===== config.mk =====
export PLATFORM = sky130hd
export DESIGN_NAME = mbist_top
export DESIGN_NICKNAME = d
export VERILOG_FILES = /design/src/mbist_types_pkg.sv /design/src/mbist_march_pkg.sv /design/src/mbist_addr_gen.sv /design/src/mbist_data_cmp.sv /design/src/mbist_fsm.sv /design/src/mbist_march_seq.sv /design/src/mbist_mem_mux.sv /design/src/mbist_pat_sel.sv /design/src/mbist_top.sv
export VERILOG_INCLUDE_DIRS = /design/src
export SDC_FILE = /design/constraint.sdc
export NUM_CORES = 1
export LEC_CHECK = 0
export BUFFER_PORTS_ARGS = -buffer_cell sky130_fd_sc_hd__buf_4
export CAP_MARGIN = 20
export CORE_ASPECT_RATIO = 0.8
export CORE_UTILIZATION = 45
export DETAILED_ROUTE_END_ITERATION = 10
export PLACE_DENSITY = 0.89
export SKIP_CTS_REPAIR_TIMING = 1
export SLEW_MARGIN = 10
export SYNTH_ARGS = -nofsm -noshare
export SYNTH_HDL_FRONTEND = slang
export SYNTH_SLANG_ARGS = --single-unit

===== constraint.sdc =====
create_clock -name wb_clk_i -period 3.15 [get_ports wb_clk_i]
set_input_delay 0.1575 -clock wb_clk_i [delete_from_list [all_inputs] [get_ports wb_clk_i]]
set_output_delay 0.1575 -clock wb_clk_i [all_outputs]
set_load 0.1 [all_outputs]

===== src/mbist_macros.svh =====
// Sizing and test address range of the MBIST controller, included by the packages and RTL
`ifndef MBIST_MACROS_SVH
`define MBIST_MACROS_SVH

`define MBIST_ADDR_WD     5     // SRAM depth of 32 words
`define MBIST_DATA_WD     32
`define MBIST_ADDR_START  0     // First tested address
`define MBIST_ADDR_END    31    // Last tested address
`define MBIST_ERR_CNT_WD  4     // Count saturates at 15
`define MBIST_NUM_PAT     4     // Data backgrounds
`define MBIST_NUM_ELEM    6     // March C- elements

`endif


===== src/mbist_types_pkg.sv =====
// Datapath vector types shared by the MBIST modules and their ports
`include "mbist_macros.svh"

package mbist_types_pkg;

        typedef logic [`MBIST_ADDR_WD-1:0]    bist_addr_t;
        typedef logic [`MBIST_DATA_WD-1:0]    bist_data_t;
        typedef logic [`MBIST_DATA_WD/8-1:0]  bist_mask_t;  // One bit per data byte
        typedef logic [`MBIST_ERR_CNT_WD-1:0] err_cnt_t;

endpackage


===== src/mbist_march_pkg.sv =====
// March C- element table and data background table for the sequencer and pattern selector
`include "mbist_macros.svh"

package mbist_march_pkg;

        // Element word {two_op, up, rd1, inv1, rd0, inv0}
        typedef logic [5:0] march_elem_t;

        localparam int ELEM_TWO_OP = 5;
        localparam int ELEM_UP     = 4;

        // Op field is {rd, inv}, op 0 in bits 1:0 and op 1 in bits 3:2
        localparam march_elem_t MARCH_ELEM_TABLE [`MBIST_NUM_ELEM] = '{
                6'b0_1_00_00,   // Any: w0
                6'b1_1_01_10,   // Up: r0 w1
                6'b1_1_00_11,   // Up: r1 w0
                6'b1_0_01_10,   // Down: r0 w1
                6'b1_0_00_11,   // Down: r1 w0
                6'b0_1_00_10    // Any: r0
        };

        // "1" in March notation is the inverted background
        localparam mbist_types_pkg::bist_data_t PAT_TABLE [`MBIST_NUM_PAT] = '{
                32'h0000_0000,
                32'h5555_5555,
                32'h3333_3333,
                32'h0F0F_0F0F
        };

endpackage


===== src/mbist_addr_gen.sv =====
`timescale 1ns/1ps
// Up/down test address counter that reloads per March element and flags the range end
`include "mbist_macros.svh"

module mbist_addr_gen (
        input  logic                        wb_clk_i,
        input  logic                        reset_i,
        input  logic                        start_i,
        input  logic                        run_elem_i,
        input  logic                        run_addr_i,
        input  logic                        updown_i,       // 1 counts up
        output mbist_types_pkg::bist_addr_t bist_addr_o,
        output logic                        last_addr_o
);
        import mbist_types_pkg::*;

        localparam bist_addr_t ADDR_FIRST = bist_addr_t'(`MBIST_ADDR_START);
        localparam bist_addr_t ADDR_LAST  = bist_addr_t'(`MBIST_ADDR_END);

        logic dir_up_q;         // Direction of the running element

        always_ff @(posedge wb_clk_i) begin
                if (reset_i) begin
                        bist_addr_o <= ADDR_FIRST;
                        dir_up_q    <= 1'b1;
                end else if (start_i || run_elem_i) begin
                        bist_addr_o <= updown_i ? ADDR_FIRST : ADDR_LAST;
                        dir_up_q    <= updown_i;
                end else if (run_addr_i) begin
                        bist_addr_o <= dir_up_q ? bist_addr_o + 1'b1 : bist_addr_o - 1'b1;
                end
        end

        assign last_addr_o = (bist_addr_o == (dir_up_q ? ADDR_LAST : ADDR_FIRST));

endmodule


===== src/mbist_data_cmp.sv =====
`timescale 1ns/1ps
// Read data checker that keeps the sticky error, saturating count and first failing address
module mbist_data_cmp (
        input  logic                        wb_clk_i,
        input  logic                        reset_i,
        input  logic                        start_i,        // Clears the results
        input  logic                        cmp_phase_i,
        input  logic                        op_read_i,
        input  mbist_types_pkg::bist_data_t exp_data_i,
        input  mbist_types_pkg::bist_data_t rd_data_i,
        input  mbist_types_pkg::bist_addr_t addr_i,
        output logic                        bist_error_o,
        output mbist_types_pkg::err_cnt_t   bist_error_cnt_o,
        output mbist_types_pkg::bist_addr_t bist_error_addr_o
);
        logic mismatch;

        assign mismatch = cmp_phase_i && op_read_i && (rd_data_i != exp_data_i);

        always_ff @(posedge wb_clk_i) begin
                if (reset_i || start_i) begin
                        bist_error_o      <= 1'b0;
                        bist_error_cnt_o  <= '0;
                        bist_error_addr_o <= '0;
                end else if (mismatch) begin
                        bist_error_o <= 1'b1;
                        if (!(&bist_error_cnt_o)) begin
                                bist_error_cnt_o <= bist_error_cnt_o + 1'b1;
                        end
                        if (!bist_error_o) begin
                                bist_error_addr_o <= addr_i;    // First failure only
                        end
                end
        end

        // Count only moves down when a new run clears it
        a_cnt_mono: assert property (@(posedge wb_clk_i) disable iff (reset_i)
                !start_i |=> bist_error_cnt_o >= $past(bist_error_cnt_o));

endmodule


===== src/mbist_fsm.sv =====
`timescale 1ns/1ps
// MBIST main control FSM with the run/done handshake, phase strobes and loop advance
module mbist_fsm (
        input  logic wb_clk_i,
        input  logic reset_i,
        input  logic bist_en_i,
        input  logic bist_run_i,        // Four-phase request
        input  logic last_op_i,
        input  logic last_addr_i,
        input  logic last_elem_i,
        input  logic last_pat_i,
        output logic bist_done_o,       // Four-phase acknowledge
        output logic cmd_phase_o,
        output logic cmp_phase_o,
        output logic run_op_o,
        output logic run_addr_o,
        output logic run_elem_o,
        output logic run_pat_o,
        output logic start_o
);
        typedef enum logic [2:0] {
                ST_IDLE, ST_CMD, ST_WAIT, ST_CMP, ST_DRAIN, ST_DONE
        } state_t;

        state_t state_q;
        state_t state_nxt;
        logic   all_last;
        logic   cmp_st;

        assign all_last = last_op_i && last_addr_i && last_elem_i && last_pat_i;
        assign cmp_st   = (state_q == ST_CMP);

        always_ff @(posedge wb_clk_i) begin
                if (reset_i) begin
                        state_q <= ST_IDLE;
                end else begin
                        state_q <= state_nxt;
                end
        end

        always_comb begin
                state_nxt = state_q;
                case (state_q)
                        ST_IDLE:  if (bist_en_i && bist_run_i) state_nxt = ST_CMD;
                        ST_CMD:   state_nxt = ST_WAIT;      // Mux registers the command
                        ST_WAIT:  state_nxt = ST_CMP;       // SRAM samples at the end
                        ST_CMP:   state_nxt = all_last ? ST_DRAIN : ST_CMD;
                        ST_DRAIN: state_nxt = ST_DONE;      // Last compare lands in the results
                        ST_DONE:  if (!bist_run_i) state_nxt = ST_IDLE;
                        default:  state_nxt = ST_IDLE;
                endcase
        end

        assign start_o     = (state_q == ST_IDLE) && bist_en_i && bist_run_i;
        assign cmd_phase_o = (state_q == ST_CMD);
        assign cmp_phase_o = cmp_st;
        assign bist_done_o = (state_q == ST_DONE);

        //--------------------------------------------------
        // Advance strobes, inner levels wrap with the carry
        //--------------------------------------------------
        assign run_op_o   = cmp_st && !all_last;
        assign run_addr_o = cmp_st && !all_last && last_op_i;
        assign run_elem_o = cmp_st && !all_last && last_op_i && last_addr_i;
        assign run_pat_o  = run_elem_o && last_elem_i;

        // Acknowledge holds for as long as the request does
        a_done_hold: assert property (@(posedge wb_clk_i) disable iff (reset_i)
                bist_done_o && bist_run_i |=> bist_done_o);

endmodule


===== src/mbist_march_seq.sv =====
`timescale 1ns/1ps
// March C- sequencer that steps element and operation and decodes the SRAM command
`include "mbist_macros.svh"

module mbist_march_seq (
        input  logic wb_clk_i,
        input  logic reset_i,
        input  logic start_i,
        input  logic cmd_phase_i,
        input  logic run_op_i,
        input  logic run_elem_i,
        input  logic run_pat_i,
        output logic op_read_o,
        output logic op_invert_o,
        output logic op_updown_o,
        output logic last_op_o,
        output logic last_elem_o,
        output logic bist_rd_o,
        output logic bist_wr_o
);
        import mbist_march_pkg::*;

        localparam int EW = $clog2(`MBIST_NUM_ELEM);

        logic [EW-1:0]  elem_q;
        logic [EW-1:0]  elem_nxt;
        logic           op_q;
        logic           op_nxt;
        march_elem_t    entry;
        logic [1:0]     op_field;       // {rd, inv}

        assign entry    = MARCH_ELEM_TABLE[elem_q];
        assign op_field = op_q ? entry[3:2] : entry[1:0];

        assign op_read_o   = op_field[1];
        assign op_invert_o = op_field[0];
        assign last_op_o   = op_q || !entry[ELEM_TWO_OP];
        assign last_elem_o = (elem_q == EW'(`MBIST_NUM_ELEM - 1));

        // Command only in the CMD phase, anything not a read is a write
        assign bist_rd_o = cmd_phase_i && op_read_o;
        assign bist_wr_o = cmd_phase_i && !op_read_o;

        always_comb begin
                elem_nxt = elem_q;
                op_nxt   = op_q;
                if (start_i || run_pat_i) begin
                        elem_nxt = '0;
                end else if (run_elem_i) begin
                        elem_nxt = elem_q + 1'b1;
                end
                if (start_i) begin
                        op_nxt = 1'b0;
                end else if (run_op_i) begin
                        op_nxt = !last_op_o;    // Wraps after the last op
                end
        end

        // Direction of the element in force after this cycle, so the
        // address counter loads the right end on a new element
        assign op_updown_o = MARCH_ELEM_TABLE[elem_nxt][ELEM_UP];

        always_ff @(posedge wb_clk_i) begin
                if (reset_i) begin
                        elem_q <= '0;
                        op_q   <= 1'b0;
                end else begin
                        elem_q <= elem_nxt;
                        op_q   <= op_nxt;
                end
        end

endmodule


===== src/mbist_mem_mux.sv =====
`timescale 1ns/1ps
// Registered choice between MBIST and functional access toward the two SRAM ports
module mbist_mem_mux (
        input  logic                        wb_clk_i,
        input  logic                        reset_i,
        input  logic                        bist_en_i,
        input  logic                        bist_rd_i,
        input  logic                        bist_wr_i,
        input  mbist_types_pkg::bist_addr_t bist_addr_i,
        input  mbist_types_pkg::bist_data_t bist_wdata_i,
        input  logic                        func_cen_a_i,
        input  mbist_types_pkg::bist_addr_t func_addr_a_i,
        input  logic                        func_cen_b_i,
        input  logic                        func_web_b_i,
        input  mbist_types_pkg::bist_mask_t func_mask_b_i,
        input  mbist_types_pkg::bist_addr_t func_addr_b_i,
        input  mbist_types_pkg::bist_data_t func_din_b_i,
        input  mbist_types_pkg::bist_data_t mem_dout_a_i,
        output logic                        mem_cen_a_o,    // Active low
        output mbist_types_pkg::bist_addr_t mem_addr_a_o,
        output logic                        mem_cen_b_o,    // Active low
        output logic                        mem_web_b_o,    // Active low
        output mbist_types_pkg::bist_mask_t mem_mask_b_o,
        output mbist_types_pkg::bist_addr_t mem_addr_b_o,
        output mbist_types_pkg::bist_data_t mem_din_b_o,
        output mbist_types_pkg::bist_data_t func_dout_a_o
);
        //--------------------------------------------------
        // SRAM enables
        //--------------------------------------------------
        always_ff @(posedge wb_clk_i) begin
                if (reset_i) begin
                        mem_cen_a_o <= 1'b1;
                        mem_cen_b_o <= 1'b1;
                        mem_web_b_o <= 1'b1;
                end else if (bist_en_i) begin
                        mem_cen_a_o <= !bist_rd_i;
                        mem_cen_b_o <= !bist_wr_i;
                        mem_web_b_o <= !bist_wr_i;
                end else begin
                        mem_cen_a_o <= func_cen_a_i;
                        mem_cen_b_o <= func_cen_b_i;
                        mem_web_b_o <= func_web_b_i;
                end
        end

        // Address, mask and write data
        always_ff @(posedge wb_clk_i) begin
                if (bist_en_i) begin
                        mem_addr_a_o <= bist_addr_i;
                        mem_addr_b_o <= bist_addr_i;
                        mem_mask_b_o <= '1;             // Test writes whole words
                        mem_din_b_o  <= bist_wdata_i;
                end else begin
                        mem_addr_a_o <= func_addr_a_i;
                        mem_addr_b_o <= func_addr_b_i;
                        mem_mask_b_o <= func_mask_b_i;
                        mem_din_b_o  <= func_din_b_i;
                end
        end

        // Port A read data serves the functional side and the checker alike
        assign func_dout_a_o = mem_dout_a_i;

        a_rd_wr_excl: assert property (@(posedge wb_clk_i) disable iff (reset_i)
                !(bist_rd_i && bist_wr_i));

endmodule


===== src/mbist_pat_sel.sv =====
`timescale 1ns/1ps
// Data background selector giving write and expected data, inverted per operation
`include "mbist_macros.svh"

module mbist_pat_sel (
        input  logic                        wb_clk_i,
        input  logic                        reset_i,
        input  logic                        start_i,
        input  logic                        run_pat_i,
        input  logic                        op_invert_i,
        output mbist_types_pkg::bist_data_t pat_data_o,
        output logic                        last_pat_o
);
        import mbist_march_pkg::*;

        localparam int PW = $clog2(`MBIST_NUM_PAT);

        logic [PW-1:0] pat_q;   // Background index

        always_ff @(posedge wb_clk_i) begin
                if (reset_i) begin
                        pat_q <= '0;
                end else if (start_i) begin
                        pat_q <= '0;
                end else if (run_pat_i) begin
                        pat_q <= pat_q + 1'b1;
                end
        end

        assign last_pat_o = (pat_q == PW'(`MBIST_NUM_PAT - 1));
        assign pat_data_o = PAT_TABLE[pat_q] ^ {`MBIST_DATA_WD{op_invert_i}};

endmodule


===== src/mbist_top.sv =====
`timescale 1ns/1ps
// MBIST controller top that joins the control FSM, the March datapath and the SRAM port mux
module mbist_top (
        input  logic                        wb_clk_i,
        input  logic                        reset_i,
        // Test control and results
        input  logic                        bist_en_i,
        input  logic                        bist_run_i,
        output logic                        bist_done_o,
        output logic                        bist_error_o,
        output mbist_types_pkg::err_cnt_t   bist_error_cnt_o,
        output mbist_types_pkg::bist_addr_t bist_error_addr_o,
        // Functional port
        input  logic                        func_cen_a_i,
        input  mbist_types_pkg::bist_addr_t func_addr_a_i,
        input  logic                        func_cen_b_i,
        input  logic                        func_web_b_i,
        input  mbist_types_pkg::bist_mask_t func_mask_b_i,
        input  mbist_types_pkg::bist_addr_t func_addr_b_i,
        input  mbist_types_pkg::bist_data_t func_din_b_i,
        output mbist_types_pkg::bist_data_t func_dout_a_o,
        // SRAM, port A reads and port B writes
        output logic                        mem_cen_a_o,
        output mbist_types_pkg::bist_addr_t mem_addr_a_o,
        output logic                        mem_cen_b_o,
        output logic                        mem_web_b_o,
        output mbist_types_pkg::bist_mask_t mem_mask_b_o,
        output mbist_types_pkg::bist_addr_t mem_addr_b_o,
        output mbist_types_pkg::bist_data_t mem_din_b_o,
        input  mbist_types_pkg::bist_data_t mem_dout_a_i
);
        import mbist_types_pkg::*;

        logic           start;
        logic           cmd_phase, cmp_phase;
        logic           run_op, run_addr, run_elem, run_pat;    // Advance strobes
        logic           last_op, last_addr, last_elem, last_pat;
        logic           op_read, op_invert, op_updown;
        logic           bist_rd, bist_wr;
        bist_addr_t     bist_addr;
        bist_data_t     pat_data;       // Write data and expected read data

        mbist_fsm u_fsm (
                .wb_clk_i (wb_clk_i), .reset_i (reset_i),
                .bist_en_i (bist_en_i), .bist_run_i (bist_run_i),
                .last_op_i (last_op), .last_addr_i (last_addr),
                .last_elem_i (last_elem), .last_pat_i (last_pat),
                .bist_done_o (bist_done_o), .start_o (start),
                .cmd_phase_o (cmd_phase), .cmp_phase_o (cmp_phase),
                .run_op_o (run_op), .run_addr_o (run_addr),
                .run_elem_o (run_elem), .run_pat_o (run_pat)
        );

        mbist_addr_gen u_addr_gen (
                .wb_clk_i (wb_clk_i), .reset_i (reset_i), .start_i (start),
                .run_elem_i (run_elem), .run_addr_i (run_addr), .updown_i (op_updown),
                .bist_addr_o (bist_addr), .last_addr_o (last_addr)
        );

        mbist_march_seq u_march_seq (
                .wb_clk_i (wb_clk_i), .reset_i (reset_i), .start_i (start),
                .cmd_phase_i (cmd_phase), .run_op_i (run_op),
                .run_elem_i (run_elem), .run_pat_i (run_pat),
                .op_read_o (op_read), .op_invert_o (op_invert), .op_updown_o (op_updown),
                .last_op_o (last_op), .last_elem_o (last_elem),
                .bist_rd_o (bist_rd), .bist_wr_o (bist_wr)
        );

        mbist_pat_sel u_pat_sel (
                .wb_clk_i (wb_clk_i), .reset_i (reset_i), .start_i (start),
                .run_pat_i (run_pat), .op_invert_i (op_invert),
                .pat_data_o (pat_data), .last_pat_o (last_pat)
        );

        mbist_data_cmp u_data_cmp (
                .wb_clk_i (wb_clk_i), .reset_i (reset_i), .start_i (start),
                .cmp_phase_i (cmp_phase), .op_read_i (op_read),
                .exp_data_i (pat_data), .rd_data_i (func_dout_a_o), .addr_i (bist_addr),
                .bist_error_o (bist_error_o), .bist_error_cnt_o (bist_error_cnt_o),
                .bist_error_addr_o (bist_error_addr_o)
        );

        mbist_mem_mux u_mem_mux (
                .wb_clk_i (wb_clk_i), .reset_i (reset_i), .bist_en_i (bist_en_i),
                .bist_rd_i (bist_rd), .bist_wr_i (bist_wr),
                .bist_addr_i (bist_addr), .bist_wdata_i (pat_data),
                .func_cen_a_i (func_cen_a_i), .func_addr_a_i (func_addr_a_i),
                .func_cen_b_i (func_cen_b_i), .func_web_b_i (func_web_b_i),
                .func_mask_b_i (func_mask_b_i), .func_addr_b_i (func_addr_b_i),
                .func_din_b_i (func_din_b_i), .func_dout_a_o (func_dout_a_o),
                .mem_cen_a_o (mem_cen_a_o), .mem_addr_a_o (mem_addr_a_o),
                .mem_cen_b_o (mem_cen_b_o), .mem_web_b_o (mem_web_b_o),
                .mem_mask_b_o (mem_mask_b_o), .mem_addr_b_o (mem_addr_b_o),
                .mem_din_b_o (mem_din_b_o), .mem_dout_a_i (mem_dout_a_i)
        );

endmodule


After elaboration in Yosys (flattened, before gate mapping)
Memory sizes are Yosys's and may differ from the RTL's.
Cells that the tools add are included.
{"block": "word_totals", "ff_bits": 74, "mem_bits_ro": 96, "inputBits": 85, "output_inout_bits": 92, "wordCells": 99, "mem_count": 2}
{"name": "(no name shown)", "depth": 8, "word_bits": 6, "rd": 1, "rd_ports_with_merged_regs": 0, "write_ports": 0, "line_no": "mbist_march_seq.sv:32", "rtl": "assign entry = MARCH_ELEM_TABLE[elem_q];"}
{"name": "(no name shown)", "depth": 8, "word_bits": 6, "rd": 1, "rd_ports_with_merged_regs": 0, "write_ports": 0, "line_no": "mbist_march_seq.sv:61", "rtl": "assign op_updown_o = MARCH_ELEM_TABLE[elem_nxt][ELEM_UP];"}
{"block": "classes", "addsub": 5, "n_lt_le_gt_ge": 3, "eq_ne": 11, "n_mux": 25, "n_bitwise": 6, "reduce_logical": 31}
{"op": "32-bit 2-to-1 mux", "count": 3}
{"op": "32-bit binary-select mux with 2-bit select", "count": 1}
{"op": "5-bit 2-to-1 mux", "count": 9}
{"op": "32-bit inequality test", "count": 1}
{"op": "32-bit XOR", "count": 1}
{"op": "3-bit one-hot mux with 6 select lines", "count": 1}
{"op": "3-bit 2-to-1 mux", "count": 5}
{"op": "1-bit logical AND", "count": 14}
{"op": "6-bit 2-to-1 mux", "count": 2}
{"op": "3-bit equality test (second input constant)", "count": 3}
{"op": "4-bit >= comparator (second input constant)", "count": 2}
{"op": "3-bit NOT with 4-bit output", "count": 2}
{"op": "3-bit by 2-bit equality test with 1-bit output (second input constant)", "count": 2}
{"op": "1-bit logical NOT", "count": 6}
{"op": "2-bit AND reduction", "count": 3}
{"op": "5-bit by 1-bit adder with 5-bit output (second input constant)", "count": 1}
{"op": "5-bit equality test", "count": 1}
{"op": "5-bit by 1-bit subtractor with 5-bit output (second input constant)", "count": 1}
{"op": "4-bit by 1-bit adder with 4-bit output (second input constant)", "count": 1}
{"op": "1-bit logical OR", "count": 4}
{"op": "4-bit AND reduction", "count": 1}
{"op": "3-bit by 1-bit adder with 3-bit output (second input constant)", "count": 1}
{"op": "3-bit by 1-bit equality test with 1-bit output (second input constant)", "count": 1}
{"op": "3-bit >= comparator (second input constant)", "count": 1}
{"op": "11 further kinds", "count": 14}

Longest topological paths before layout
Gate-level depths: netlist of run 1.
{"block": "depth", "ltp_word": 22, "depth_mapped": 12, "mapped_depth_nobuf": 9}

Hierarchy
From an unflattened synthesis of run 1, not the netlist that was laid out.
{"block": "hier_totals", "cells_unflattened": 406, "hier_area_um2": 4038.9}
{"module": "mbist_mem_mux", "n_inst": 1, "cells_each": 156, "area_per_inst_um2": 1894.3, "seq_area_each_um2": 980.9}
{"module": "mbist_data_cmp", "n_inst": 1, "cells_each": 97, "area_per_inst_um2": 828.3, "seq_area_each_um2": 200.2}
{"module": "mbist_pat_sel", "n_inst": 1, "cells_each": 45, "area_per_inst_um2": 387.9, "seq_area_each_um2": 40.0}
{"module": "mbist_addr_gen", "n_inst": 1, "cells_each": 44, "area_per_inst_um2": 381.6, "seq_area_each_um2": 120.1}
{"module": "mbist_march_seq", "n_inst": 1, "cells_each": 41, "area_per_inst_um2": 332.8, "seq_area_each_um2": 80.1}
{"module": "mbist_fsm", "n_inst": 1, "cells_each": 23, "area_per_inst_um2": 214.0, "seq_area_each_um2": 60.1}

Worst setup path after synthesis of run 1
OpenSTA, ideal clock, no wires.
{"block": "synth_timing", "path_type": "reg2reg", "start": "reg u_pat_sel.pat_q[0]", "end": "reg u_data_cmp.bist_error_cnt_o[3]", "setup_time_ps": 174, "arrival_time_ps": 2677, "required_time_ps": 2976, "slack_ps": 299, "stages_incl_launch_ff": 13, "path_buffers": 3, "period_less_slack_ps": 2851, "path_cell_list": "dfxtp_1 > buf_2 > inv_1 > ha_1 > clkbuf_1 > nor3_1 > a21oi_1 > nor4_1 > o221ai_2 > or4_1 > buf_2 > a31oi_1 > a211oi_1"}
{"block": "synth_via", "elab_chain_len": 8}
{"element": "start: declaration", "line_no": "mbist_pat_sel.sv:18", "rtl": "logic [PW-1:0] pat_q;"}
{"element": "start signal: assignment", "line_no": "mbist_pat_sel.sv:26", "rtl": "pat_q <= pat_q + 1'b1;"}
{"element": "2-bit NOT with 3-bit output (not written as such)", "line_no": "mbist_pat_sel.sv:31", "rtl": "assign pat_data_o = PAT_TABLE[pat_q] ^ {`MBIST_DATA_WD{op_invert_i}};"}
{"element": "32-bit binary-select mux with 2-bit select", "line_no": "mbist_pat_sel.sv:31"}
{"element": "32-bit 2-to-1 mux (not written as such) (2 in a row)", "line_no": "mbist_pat_sel.sv:31"}
{"element": "32-bit XOR", "line_no": "mbist_pat_sel.sv:31"}
{"element": "32-bit inequality test", "line_no": "mbist_data_cmp.sv:18", "rtl": "assign mismatch = cmp_phase_i && op_read_i && (rd_data_i != exp_data_i);"}
{"element": "1-bit logical AND", "line_no": "mbist_data_cmp.sv:18"}
{"element": "2-bit AND reduction (no line)"}
{"element": "end signal: assignment", "line_no": "mbist_data_cmp.sv:28", "rtl": "bist_error_cnt_o <= bist_error_cnt_o + 1'b1;"}
{"element": "end: declaration", "line_no": "mbist_data_cmp.sv:13", "rtl": "output mbist_types_pkg::err_cnt_t bist_error_cnt_o,"}
No other way between the ends. The select of a mux whose other input is x is not followed.
A chain may end at the register's enable or synchronous reset.

Worst setup path in the final report of run 1
{"block": "layout_timing", "start": "reg u_pat_sel.pat_q[1]", "end": "reg u_data_cmp.bist_error_cnt_o[0]"}
Same word-level chain as after synthesis.

==> metrics.md, run 1 <==
| Metric | Value |
|---|---|
| Status | finished clean |
| Mapped Area | 3894 um^2 |
| CP endpoint | u_data_cmp.bist_error_cnt_o[0] |
| Diodes inserted | 0 |
| Max Fanout on Critical Path | 11 |
| Slew HR | 56.10% |
| Crit Path Category | flop to flop |
| Worst R2R Start | u_pat_sel.pat_q[1] |
| Placed Area | 5075 um^2 |
| Worst min path class | input port to flop |
| Initial Util | 47.69% |
| Die width | 106 um |
| Clk sinks | 74 |
| H-tree depth | 3 |
| Site row count | 29 |
| Sw Pwr | 1.041 mW |
| Die Y | ~85 um |
| Worst path max stage delay | 610 ps |
| Unique masters post-synth | 62 |
| Worst VDD drop | 346.6 uV |
| Routed WL | 11.37 mm |
| Crit path depth | 9 |
| Fin worst setup slack | 193.2 ps |
| Cells on Worst Hold Path | 2 |
| GRT overflow | 0 |
| HPWL after DPL | a little under 9 mm |
| Buffers & Inverters on Critical Path | 1 |
| Cell family with most CP delay | simple AND/OR/NAND/NOR gates |
| Slew Limit Fails | 0 |
| Pwr/cell area | 491.4 nW/um^2 |
| WL/cell | 15.83 um |
| Antenna-violating nets left | 0 |
| Pwr Total | ~2.6 mW |
| Clk buf depth | 2 |
| Flop pwr share | 39.4% |
| Largest net degree at the start of global routing | 67 |
| Core area | 8164 um^2 |
| Synth top area cells | dfxtp_1 38%, buf_4 6.4%, o21a_1 5.2% |
| Comb power frac | approximately 33% |
| Synth async-reset ratio | 0% |
| Worst Path Arrival | approximately 3200 ps |
| Final period util | 93.87% |
| Post-route cell area | 5348 um^2 |
| Syn_area_per_cell | 8.539 um^2 |
| DRT Pass-1 Iters | 5 |
| Worst-Margin Slew | 653.0 ps |
| CTS tree | done |
| CP Launch Type | flop |
| Final setup viols | 0 |
| Vias per cell | 5.366 |
| CTS Root Cell | clkbuf_8 |
| Via count | between 3000 and 4000 |
| Syn_nets | 554 |
| Post-place setup slack | 228.4 ps |
| Int Power | 1.587 mW |
| Die area | approximately 9000 um^2 |
| Hold violation total from the final report | 0 |
| Drc violations | 0 |
| Switching Fraction | 39.62% |
| PortBufs | 176 |
| Clock power share | about 28% |
| I/O pins | 177 |
| Synth warn | 0 |
| Initial drt markers | 323 |
| First-pass GRT wire length | between 15 and 20 mm |
| Reg2Reg Depth | 9 |
| Synth Flop Type | dfxtp_1 |
| Worst Skew | 5.895 ps |
| GR Util All Layers | 24.44% |
| Crit-path cells | buf_4 > ha_1 > or4b_2 > o21ai_0 > a41o_1 > o311ai_1 > or4_1 > nand3_2 > mux2i_1 |
| Clk slew on worst S/H paths | 80 ps |
| NumNets Final | 703 |
| Setup TNS Final | 0 ps |
| Reg2Reg Setup Slack | around 190 ps |
| Cells after Synth | ~460 |
| Worst skew pair latency | between 300 and 400 ps |
| Area growth syn-to-layout | 37.34% |
| Kind of end point of the critical path | flop |
| RR Endpoint | u_data_cmp.bist_error_cnt_o[0] |
| Yosys top cell area share | 38.05% |
| Vias in the first global route | 3563 |
| Max_cap viols | 0 |
| Sequential element share of the synthesized area | 38.05% |
| Antenna violations before repair | 0 |
| Yosys reg bits | 74 |
| Num CTS Buffers | 9 |
| Critical-path top delay cell | or4b_2 |
| GPL Wtd Cong | 0.9104 |
| Leak pwr | around 2.4 nW |
| Min Tclk post-route | 2957 ps |
| Crit path from | u_pat_sel.pat_q[1] |
| RSZ-0062 raised after global routing | no |
| Layout cells sized above 1 | 36.89% |
| Area leader, netlist | dfxtp_1 |
| EDFF count, synth | 0 |
| WP data required | 3420 ps |
| Fmax | 0.3382 GHz |
==> kinds of logic after synthesis <==
kind of cell,after synthesis,share of synthesized area (%)
and+or+nand+nor,141,19.70
AOI/OAI and AO/OA,125,20.82
buffers and inverters,82,11.41
DFF,74,38.05
adders and majority gates,13,4.370
xor gates and xnor gates,11,2.474
muxes,10,3.181
==> cell usage after synthesis (4+ instances only) <==
master,n
a211oi_1,4
or3_1,5
ha_1,12
nand4_1,5
or2_2,6
o21ai_0,39
buf_4,33
mux2i_1,5
nand3_1,18
nand2_1,30
inv_1,27
buf_2,4
a31oi_1,5
and3_1,5
nor3_1,13
a21oi_1,22
a21o_1,5
clkbuf_1,17
o21a_1,27
dfxtp_1,74
nor2_1,26
nand2b_1,6
xnor2_1,8
==> cells in the final DEF (no fill, tap or decap), types with 12 or more instances in the layout <==
cell     instances
buf_4          185
dfxtp_1         74
o21ai_0         39
nand2_1         30
inv_1           27
o21a_1          27
nor2_1          26
a21oi_1         22
nand3_1         18
nor3_1          13
ha_1            12
==> worst min path at each step <==
| stage | end | slack, ps | start |
|---|---|---|---|
| global route | u_mem_mux.mem_din_b_o[1] | 2 | func_din_b_i[1] |
| detailed placement | u_mem_mux.mem_mask_b_o[2] | 350 | func_mask_b_i[2] |
| CTS | u_mem_mux.mem_mask_b_o[2] | -7 | func_mask_b_i[2] |
| finish | u_mem_mux.mem_mask_b_o[3] | 8 | func_mask_b_i[3] |
| floorplan | u_mem_mux.mem_mask_b_o[0] | 260 | func_mask_b_i[0] |
| global placement | u_mem_mux.mem_mask_b_o[1] | 350 | func_mask_b_i[1] |
==> registers in the layout, summed over array words and instances, names as in the netlist, 2 cells and up <==
name	cells
u_mem_mux.mem_addr_a_o	5
u_data_cmp.bist_error_cnt_o	4
u_addr_gen.bist_addr_o	5
u_mem_mux.mem_addr_b_o	5
u_march_seq.elem_q	3
u_data_cmp.bist_error_addr_o	5
u_mem_mux.mem_mask_b_o	4
u_mem_mux.mem_din_b_o	32
u_pat_sel.pat_q	2
u_fsm.state_q	3
==> worst reg2reg max path, stage by stage, from the launching register on <==
cell,delay [ps]
dfxtp_1,340
buf_4,190
ha_1,350
or4b_2,610
o21ai_0,100
a41o_1,180
o311ai_1,120
or4_1,600
nand3_2,180
mux2i_1,220
==> cell type report <==
| cell class | count | area (um^2) |
|---|---|---|
| Clock inverter | 6 | 65.06 |
| Fill cell | 654 | 2816 |
| Timing Repair Buffer | 193 | 1469 |
| Sequential cell | 74 | 1481 |
| Clock buffer | 10 | 127.6 |
| Multi-Input combinational cell | 300 | 1968 |
| Tap cell | 108 | 135.1 |
| Inverter | 27 | 101.3 |
==> metal layers <==
| layer | vias up | wire [um] | part of all wire [%] | global-route usage, % |
|---|---|---|---|---|
| li1 | 1871 | - | - | - |
| met1 | 1784 | 4782 | 42 | 30.82 |
| met2 | 185 | 5689 | 50 | 43.02 |
| met3 | 13 | 793 | 7.0 | 4.531 |
| met4 | 0 | 99 | 0.87 | 6.439 |
| met5 | - | 0 | 0 | 0 |
==> power groups by stage <==
stage | clock (mW) | sequential, mW | combinational [mW]
floorplan | 0 | 1.36 | 0.335
global placement | 0 | 1.05 | 0.840
detailed placement | 0 | 1.06 | 0.850
CTS | 0.745 | 1.03 | 0.851
global route | 0.791 | 1.04 | 0.894
finish | 0.733 | 1.04 | 0.859
==> per-stage QoR <==
stage                     hold slack, ps  util, %  instances
after global routing               1.853    65.50        718
final                              7.995    65.50        718
after global placement             345.1    62.16        694
after CTS                         -7.035    64.52        710
after detailed placement           348.4    62.16        694
after floorplan                    261.3        -        456
(Power assumes the default switching activity.)
==> run 2: changes to the inputs <==
--- a/config.mk
+++ b/config.mk
@@ -11,7 +11,7 @@
 export CORE_ASPECT_RATIO = 0.8
 export CORE_UTILIZATION = 45
 export DETAILED_ROUTE_END_ITERATION = 10
-export PLACE_DENSITY = 0.89
+export PLACE_DENSITY = 0.8
 export SKIP_CTS_REPAIR_TIMING = 1
 export SLEW_MARGIN = 10
 export SYNTH_ARGS = -nofsm -noshare
==> metrics.md, run 2 (synthesis gave the netlist of run 1 again) <==
| Metric | Value |
|---|---|
| Status | finished clean (unchanged) |
| Reg2Reg Setup Slack | 230 ps (was 190 ps) |
| CTS tree | done (unchanged) |
| Worst Hold Launch | func_din_b_i[6] (was func_mask_b_i[3]) |
| Slew Limit Fails | 0 (unchanged) |
| Reg2Reg Depth | 9 (unchanged) |
| Site row count | 29 (unchanged) |
| Hold violation total from the final report | 0 (unchanged) |
| Commonest non-fill, non-tap cells in the layout | 185 x buf_4, 74 x dfxtp_1, 39 x o21ai_0, 30 x nand2_1 (unchanged) |
| Diodes inserted | 0 (unchanged) |
| Core area | 8164 um^2 (unchanged) |
| Layout cells sized above 1 | 36.99% (was 36.89%) |
| GPL Wtd Cong | 0.9825 (was 0.9104) |
| Worst min path class | input port to flop (unchanged) |
| Vias in the first global route | 3602 (was 3563) |
| Hold EP | u_mem_mux.mem_din_b_o[6] (was u_mem_mux.mem_mask_b_o[3]) |
| Initial drt markers | 336 (was 323) |
| Fmax | 0.3427 GHz (was 0.3382 GHz) |
| DRT Pass-1 Iters | 5 (unchanged) |
| HPWL after DPL | 8.618 mm (was 8.653 mm) |
| Antenna-violating nets left | 0 (unchanged) |
| Leak pwr | 2.422 nW (was 2.429 nW) |
| Worst Skew | 9.088 ps (was 5.895 ps) |
| RR Endpoint | u_data_cmp.bist_error_cnt_o[1] (was u_data_cmp.bist_error_cnt_o[0]) |
| NumNets Final | 704 (was 703) |
| Final period util | 92.65% (was 93.87%) |
| Drc violations | 0 (unchanged) |
| Die area | 9031 um^2 (unchanged) |
| Clk slew on worst S/H paths | 90 ps (was 80 ps) |
| PortBufs | 176 (unchanged) |
| Worst-Margin Slew | 644.6 ps (was 653.0 ps) |
| Die Y | 85.20 um (unchanged) |
| Crit Path Category | flop to flop (unchanged) |
| GR Util All Layers | 24.36% (was 24.44%) |
| RSZ-0062 raised after global routing | no (unchanged) |
| Routed WL | 11.23 mm (was 11.37 mm) |
| Largest net degree at the start of global routing | 67 (unchanged) |
| H-tree depth | 3 (unchanged) |
| CP Launch Type | flop (unchanged) |
| Kind of end point of the critical path | flop (unchanged) |
| Antenna violations before repair | 0 (unchanged) |
| Biggest register | u_mem_mux.mem_din_b_o (unchanged) |
| CTS Root Cell | clkbuf_8 (unchanged) |
| Largest register FFs | 32 (unchanged) |
| Hold Slack | 10.02 ps (was 7.995 ps) |
| WL/cell | 15.62 um (was 15.83 um) |
| Worst R2R Start | u_march_seq.elem_q[0] (was u_pat_sel.pat_q[1]) |
| Final setup viols | 0 (unchanged) |
| Post-route cell area | 5349 um^2 (was 5348 um^2) |
| Pwr/cell area | 482.5 nW/um^2 (was 491.4 nW/um^2) |
| Setup TNS Final | 0 ps (unchanged) |
| GRT overflow | 0 (unchanged) |
| Clk buf depth | 2 (unchanged) |
| Via count | 3845 (was 3853) |
| Die width | 106 um (unchanged) |
| Max_cap viols | 0 (unchanged) |
| WP data required | 3430 ps (was 3420 ps) |
| Vias per cell | 5.348 (was 5.366) |
| I/O pins | 177 (unchanged) |
| Num CTS Buffers | 9 (unchanged) |
| Worst VDD drop | 309.8 uV (was 346.6 uV) |
| Max Fanout on Critical Path | 8 (was 11) |
| Cells on Worst Hold Path | 2 (unchanged) |
| Worst Path Arrival | 3190 ps (was 3220 ps) |
| Clk sinks | 74 (unchanged) |
| Placed Area | 5075 um^2 (unchanged) |
| Most common cell after layout, fill and taps aside | buf_4 (unchanged) |
| Min Tclk post-route | 2918 ps (was 2957 ps) |
| First-pass GRT wire length | 17.35 mm (was 17.34 mm) |
| Area growth syn-to-layout | 37.37% (was 37.34%) |
| Initial Util | 47.69% (unchanged) |
| Worst skew pair latency | 340 ps (about the same) |
| Slew HR | 56.67% (was 56.10%) |
run 2: cell types whose count changed in the layout (fill, tap and decap cells not counted), sizes merged:
| cell | delta |
|---|---|
| clkinvlp | +2 |
| bufinv | -1 |
| clkbuf | -1 |
| clkinv | -1 |
| dlygate4sd3 | +1 |
| inv | +1 |
run 2: worst max-delay path by stage:
stage	from	end	slack (ps)
2_1_floorplan	u_pat_sel.pat_q[0]	u_data_cmp.bist_error_cnt_o[3]	300
3_3_place_gp	u_march_seq.elem_q[0]	u_data_cmp.bist_error_cnt_o[3]	340
3_5_place_dp	u_march_seq.elem_q[0]	u_data_cmp.bist_error_cnt_o[1]	260
4_1_cts	u_march_seq.elem_q[0]	u_data_cmp.bist_error_cnt_o[1]	250
5_1_grt	u_pat_sel.pat_q[0]	u_data_cmp.bist_error_cnt_o[1]	20
6_report	u_march_seq.elem_q[0]	u_data_cmp.bist_error_cnt_o[1]	230
run 2: through the flow:
step / total power, mW / worst slack [ps] / util, % / cells
2_1_floorplan: 1.695 / 299.1 / - / 456
3_3_place_gp: 1.894 / 338.7 / 62.16 / 694
3_5_place_dp: 1.905 / 255.2 / 62.16 / 694
4_1_cts: 2.588 / 245.2 / 64.41 / 710
5_1_grt: 2.678 / 20.62 / 65.52 / 719
6_report: 2.581 / 231.7 / 65.52 / 719
run 2: critical path, stage by stage (launching register included):
cell and delay (ps):
dfxtp_1 340, inv_1 120, ha_1 270, nor3_4 360, nor2_2 170, nor4_1 400, o221ai_2 170, or4_1 660
nand3_2 160, mux2i_1 200
run 2: layout make-up:
type | count | area (um^2)
Fill cell | 656 | 2815
Multi-Input combinational cell | 300 | 1968
Sequential cell | 74 | 1481
Timing Repair Buffer | 194 | 1479
Tap cell | 108 | 135.1
Clock buffer | 9 | 123.9
Inverter | 27 | 101.3
Clock inverter | 7 | 60.06
run 2: report_power, final:
part,switching (mW),internal [mW]
logic,0.635,0.225
clock network,0.387,0.298
registers,0.0429,0.993
total,1.06,1.52
run 2: per-layer routing:
layer	up-vias	routed length [um]	GRT usage [%]
li1	1871	-	-
met3	18	902	4.531
met5	-	0	0
met1	1759	4686	31.06
met2	197	5463	41.35
met4	0	176	8.712
==> run 3: changes to the inputs <==
--- a/config.mk
+++ b/config.mk
@@ -12,6 +12,7 @@
 export CORE_UTILIZATION = 45
 export DETAILED_ROUTE_END_ITERATION = 10
 export PLACE_DENSITY = 0.8
+export SETUP_SLACK_MARGIN = 0.4
 export SKIP_CTS_REPAIR_TIMING = 1
 export SLEW_MARGIN = 10
 export SYNTH_ARGS = -nofsm -noshare
==> metrics.md, run 3 (synthesis gave the netlist of run 1 again) <==
| Metric | Value |
|---|---|
| Finished Layout Cells | 733 (was 719) |
| Kind of end point of the critical path | flop (unchanged) |
| Biggest register | u_mem_mux.mem_din_b_o (unchanged) |
| Cell family with most CP delay | simple AND/OR/NAND/NOR gates (unchanged) |
| Int Power | 1.703 mW (was 1.516 mW) |
| HPWL after DPL | 8.605 mm (was 8.618 mm) |
| Antenna violations before repair | 0 (unchanged) |
| Max Fanout on Critical Path | 8 (unchanged) |
| CP Launch Type | flop (unchanged) |
| Site row count | 29 (unchanged) |
| Crit Path Category | flop to flop (unchanged) |
| CTS Root Cell | clkbuf_8 (unchanged) |
| Die width | 106 um (unchanged) |
| DP Cell Count | 693 (was 694) |
| GPL Wtd Cong | 0.8765 (was 0.9825) |
| WP data required | 3430 ps (about the same) |
| Leak pwr | 2.536 nW (was 2.422 nW) |
| Core area | 8164 um^2 (unchanged) |
| Final core occ | 69.32% (was 65.52%) |
| Diodes inserted | 0 (unchanged) |
| Sw Pwr | 1.079 mW (was 1.065 mW) |
| Antenna-violating nets left | 0 (unchanged) |
| Vias per cell | 5.329 (was 5.348) |
| Final setup viols | 0 (unchanged) |
| Pwr Total | 2.781 mW (was 2.581 mW) |
| Die area | 9031 um^2 (unchanged) |
| Num CTS Buffers | 9 (unchanged) |
| Placed Area | 5069 um^2 (was 5075 um^2) |
| Worst Skew | 14.57 ps (was 9.088 ps) |
| Worst-Margin Slew | 828.1 ps (was 644.6 ps) |
| First-pass GRT wire length | 17.51 mm (was 17.35 mm) |
| Final period util | 84.43% (was 92.65%) |
| Largest register FFs | 32 (unchanged) |
| Clock power share | 31.2% (was 26.5%) |
| Worst path max stage delay | 530 ps (was 660 ps) |
| Drc violations | 0 (unchanged) |
| Hold violation total from the final report | 1 (was 0) |
| Fillers | 616 (was 656) |
| Crit-path cells | clkinvlp_4 > ha_1 > or3_4 > a221oi_2 > a41o_1 > o311ai_2 > or4_4 > nand3_4 > mux2i_1 (was inv_1 > ha_1 > nor3_4 > nor2_2 > nor4_1 > o221ai_2 > or4_1 > nand3_2 > mux2i_1) |
| H-tree depth | 3 (unchanged) |
| Min Tclk post-route | 2660 ps (was 2918 ps) |
| Buffers & Inverters on Critical Path | 1 (unchanged) |
| Clk slew on worst S/H paths | 90 ps (about the same) |
| Max_cap viols | 0 (unchanged) |
| Multi-input gate area in the final layout | 2068 um^2 (was 1968 um^2) |
| Slew Limit Fails | 0 (unchanged) |
| CTS tree | done (unchanged) |
| RSZ-0062 raised after global routing | no (unchanged) |
| Post-route cell area | 5659 um^2 (was 5349 um^2) |
| NumNets Final | 718 (was 704) |
| Vias in the first global route | 3499 (was 3602) |
| Clk sinks | 74 (unchanged) |
| Seq. cell area | 1490 um^2 (was 1481 um^2) |
| Worst Path Arrival | 2940 ps (was 3190 ps) |
| Violated checks | hold timing |
| Fin worst setup slack | 490.4 ps (was 231.7 ps) |
| Worst min path class | input port to flop (unchanged) |
| Flop pwr share | 37.2% (was 40.1%) |
| Pwr/cell area | 491.5 nW/um^2 (was 482.5 nW/um^2) |
| Fmax | 0.3760 GHz (was 0.3427 GHz) |
| Hold Slack | -0.5607 ps (was 10.02 ps) |
| Status | finished with violations (was finished clean) |
| Setup TNS Final | 0 ps (unchanged) |
| Worst skew pair latency | 360 ps (was 340 ps) |
| DRT Pass-1 Iters | 6 (was 5) |
| Post-place setup slack | 194.5 ps (was 255.2 ps) |
| Die Y | 85.20 um (unchanged) |
| Clk buf depth | 2 (unchanged) |
| Layout cells sized above 1 | 38.88% (was 36.99%) |
| GRT overflow | 0 (unchanged) |
| Worst VDD drop | 341.0 uV (was 309.8 uV) |
| PortBufs | 176 (unchanged) |
| Initial drt markers | 221 (was 336) |
| Most common cell after layout, fill and taps aside | buf_4 (unchanged) |
| Routed WL | 12.13 mm (was 11.23 mm) |
| Via count | 3906 (was 3845) |
| Switching Fraction | 38.78% (was 41.26%) |
| Commonest non-fill, non-tap cells in the layout | 183 x buf_4, 71 x dfxtp_1, 37 x o21ai_0, 30 x nand2_1, 27 x o21a_1 (was 185 x buf_4, 74 x dfxtp_1, 39 x o21ai_0, 30 x nand2_1) |
| GR Util All Layers | 24.86% (was 24.36%) |
| Critical-path top delay cell | or4_4 (was or4_1) |
| I/O pins | 177 (unchanged) |
| WL/cell | 16.54 um (was 15.62 um) |
| Comb power frac | 31.6% (was 33.3%) |
| Slew HR | 44.37% (was 56.67%) |
| Largest net degree at the start of global routing | 67 (unchanged) |
| Initial Util | 47.69% (unchanged) |
| Area growth syn-to-layout | 45.34% (was 37.37%) |
-- run 3: cell types whose count changed in the layout (fill, tap and decap cells not counted), sizes merged --
| cell | delta |
|---|---|
| dlygate4sd3 | +13 |
| clkinvlp | -2 |
| inv | -2 |
| clkbuf | +1 |
| buf | +1 |
| clkinv | +1 |
| bufinv | +2 |
-- run 3: worst reg2reg max path, delay by kind of cell, from the launching register on --
kind	cells	cell delay, ps
compound gates	3	560
fa+ha+maj	1	240
buf+inv	1	100
flops	1	410
mux	1	200
simple gates	3	1080
-- run 3: layout make-up --
cell class              count  area share (%)
clock inverters             6           1.680
flip-flops and latches     74           26.33
repair buffers            208           28.76
well taps                 108           2.388
multi-input cells         300           36.55
clock buffers              10           2.432
inverters                  27           1.857
-- run 3: final timing paths --
| path | start | slack, ps | depth (start not counted) | endpoint |
|---|---|---|---|---|
| min | func_din_b_i[18] | -0.6 | 2 | u_mem_mux.mem_din_b_o[18] |
| max reg2reg | u_march_seq.elem_q[0] | 490 | 9 | u_data_cmp.bist_error_cnt_o[1] |
| min reg2reg | u_data_cmp.bist_error_addr_o[1] | 490 | 2 | u_data_cmp.bist_error_addr_o[1] |
| max | u_march_seq.elem_q[0] | 490 | 9 | u_data_cmp.bist_error_cnt_o[1] |
-- run 3: power by group through the flow --
stage	registers (mW)	clock network, mW	logic [mW]
3_5_place_dp	1.06	0	0.848
2_1_floorplan	1.36	0	0.335
6_report	1.03	0.869	0.879
5_1_grt	1.04	0.920	0.912
3_3_place_gp	1.05	0	0.841
4_1_cts	1.04	0.877	0.851
-- run 3: routing by layer --
layer  routed length (um)  vias to the layer above  track usage [%]
li1                     -                     1907                -
met2                 5916                      163            40.64
met4                  141                        0            8.333
met3                  840                       13            5.760
met1                 5228                     1823            32.45
met5                    0                        -                0
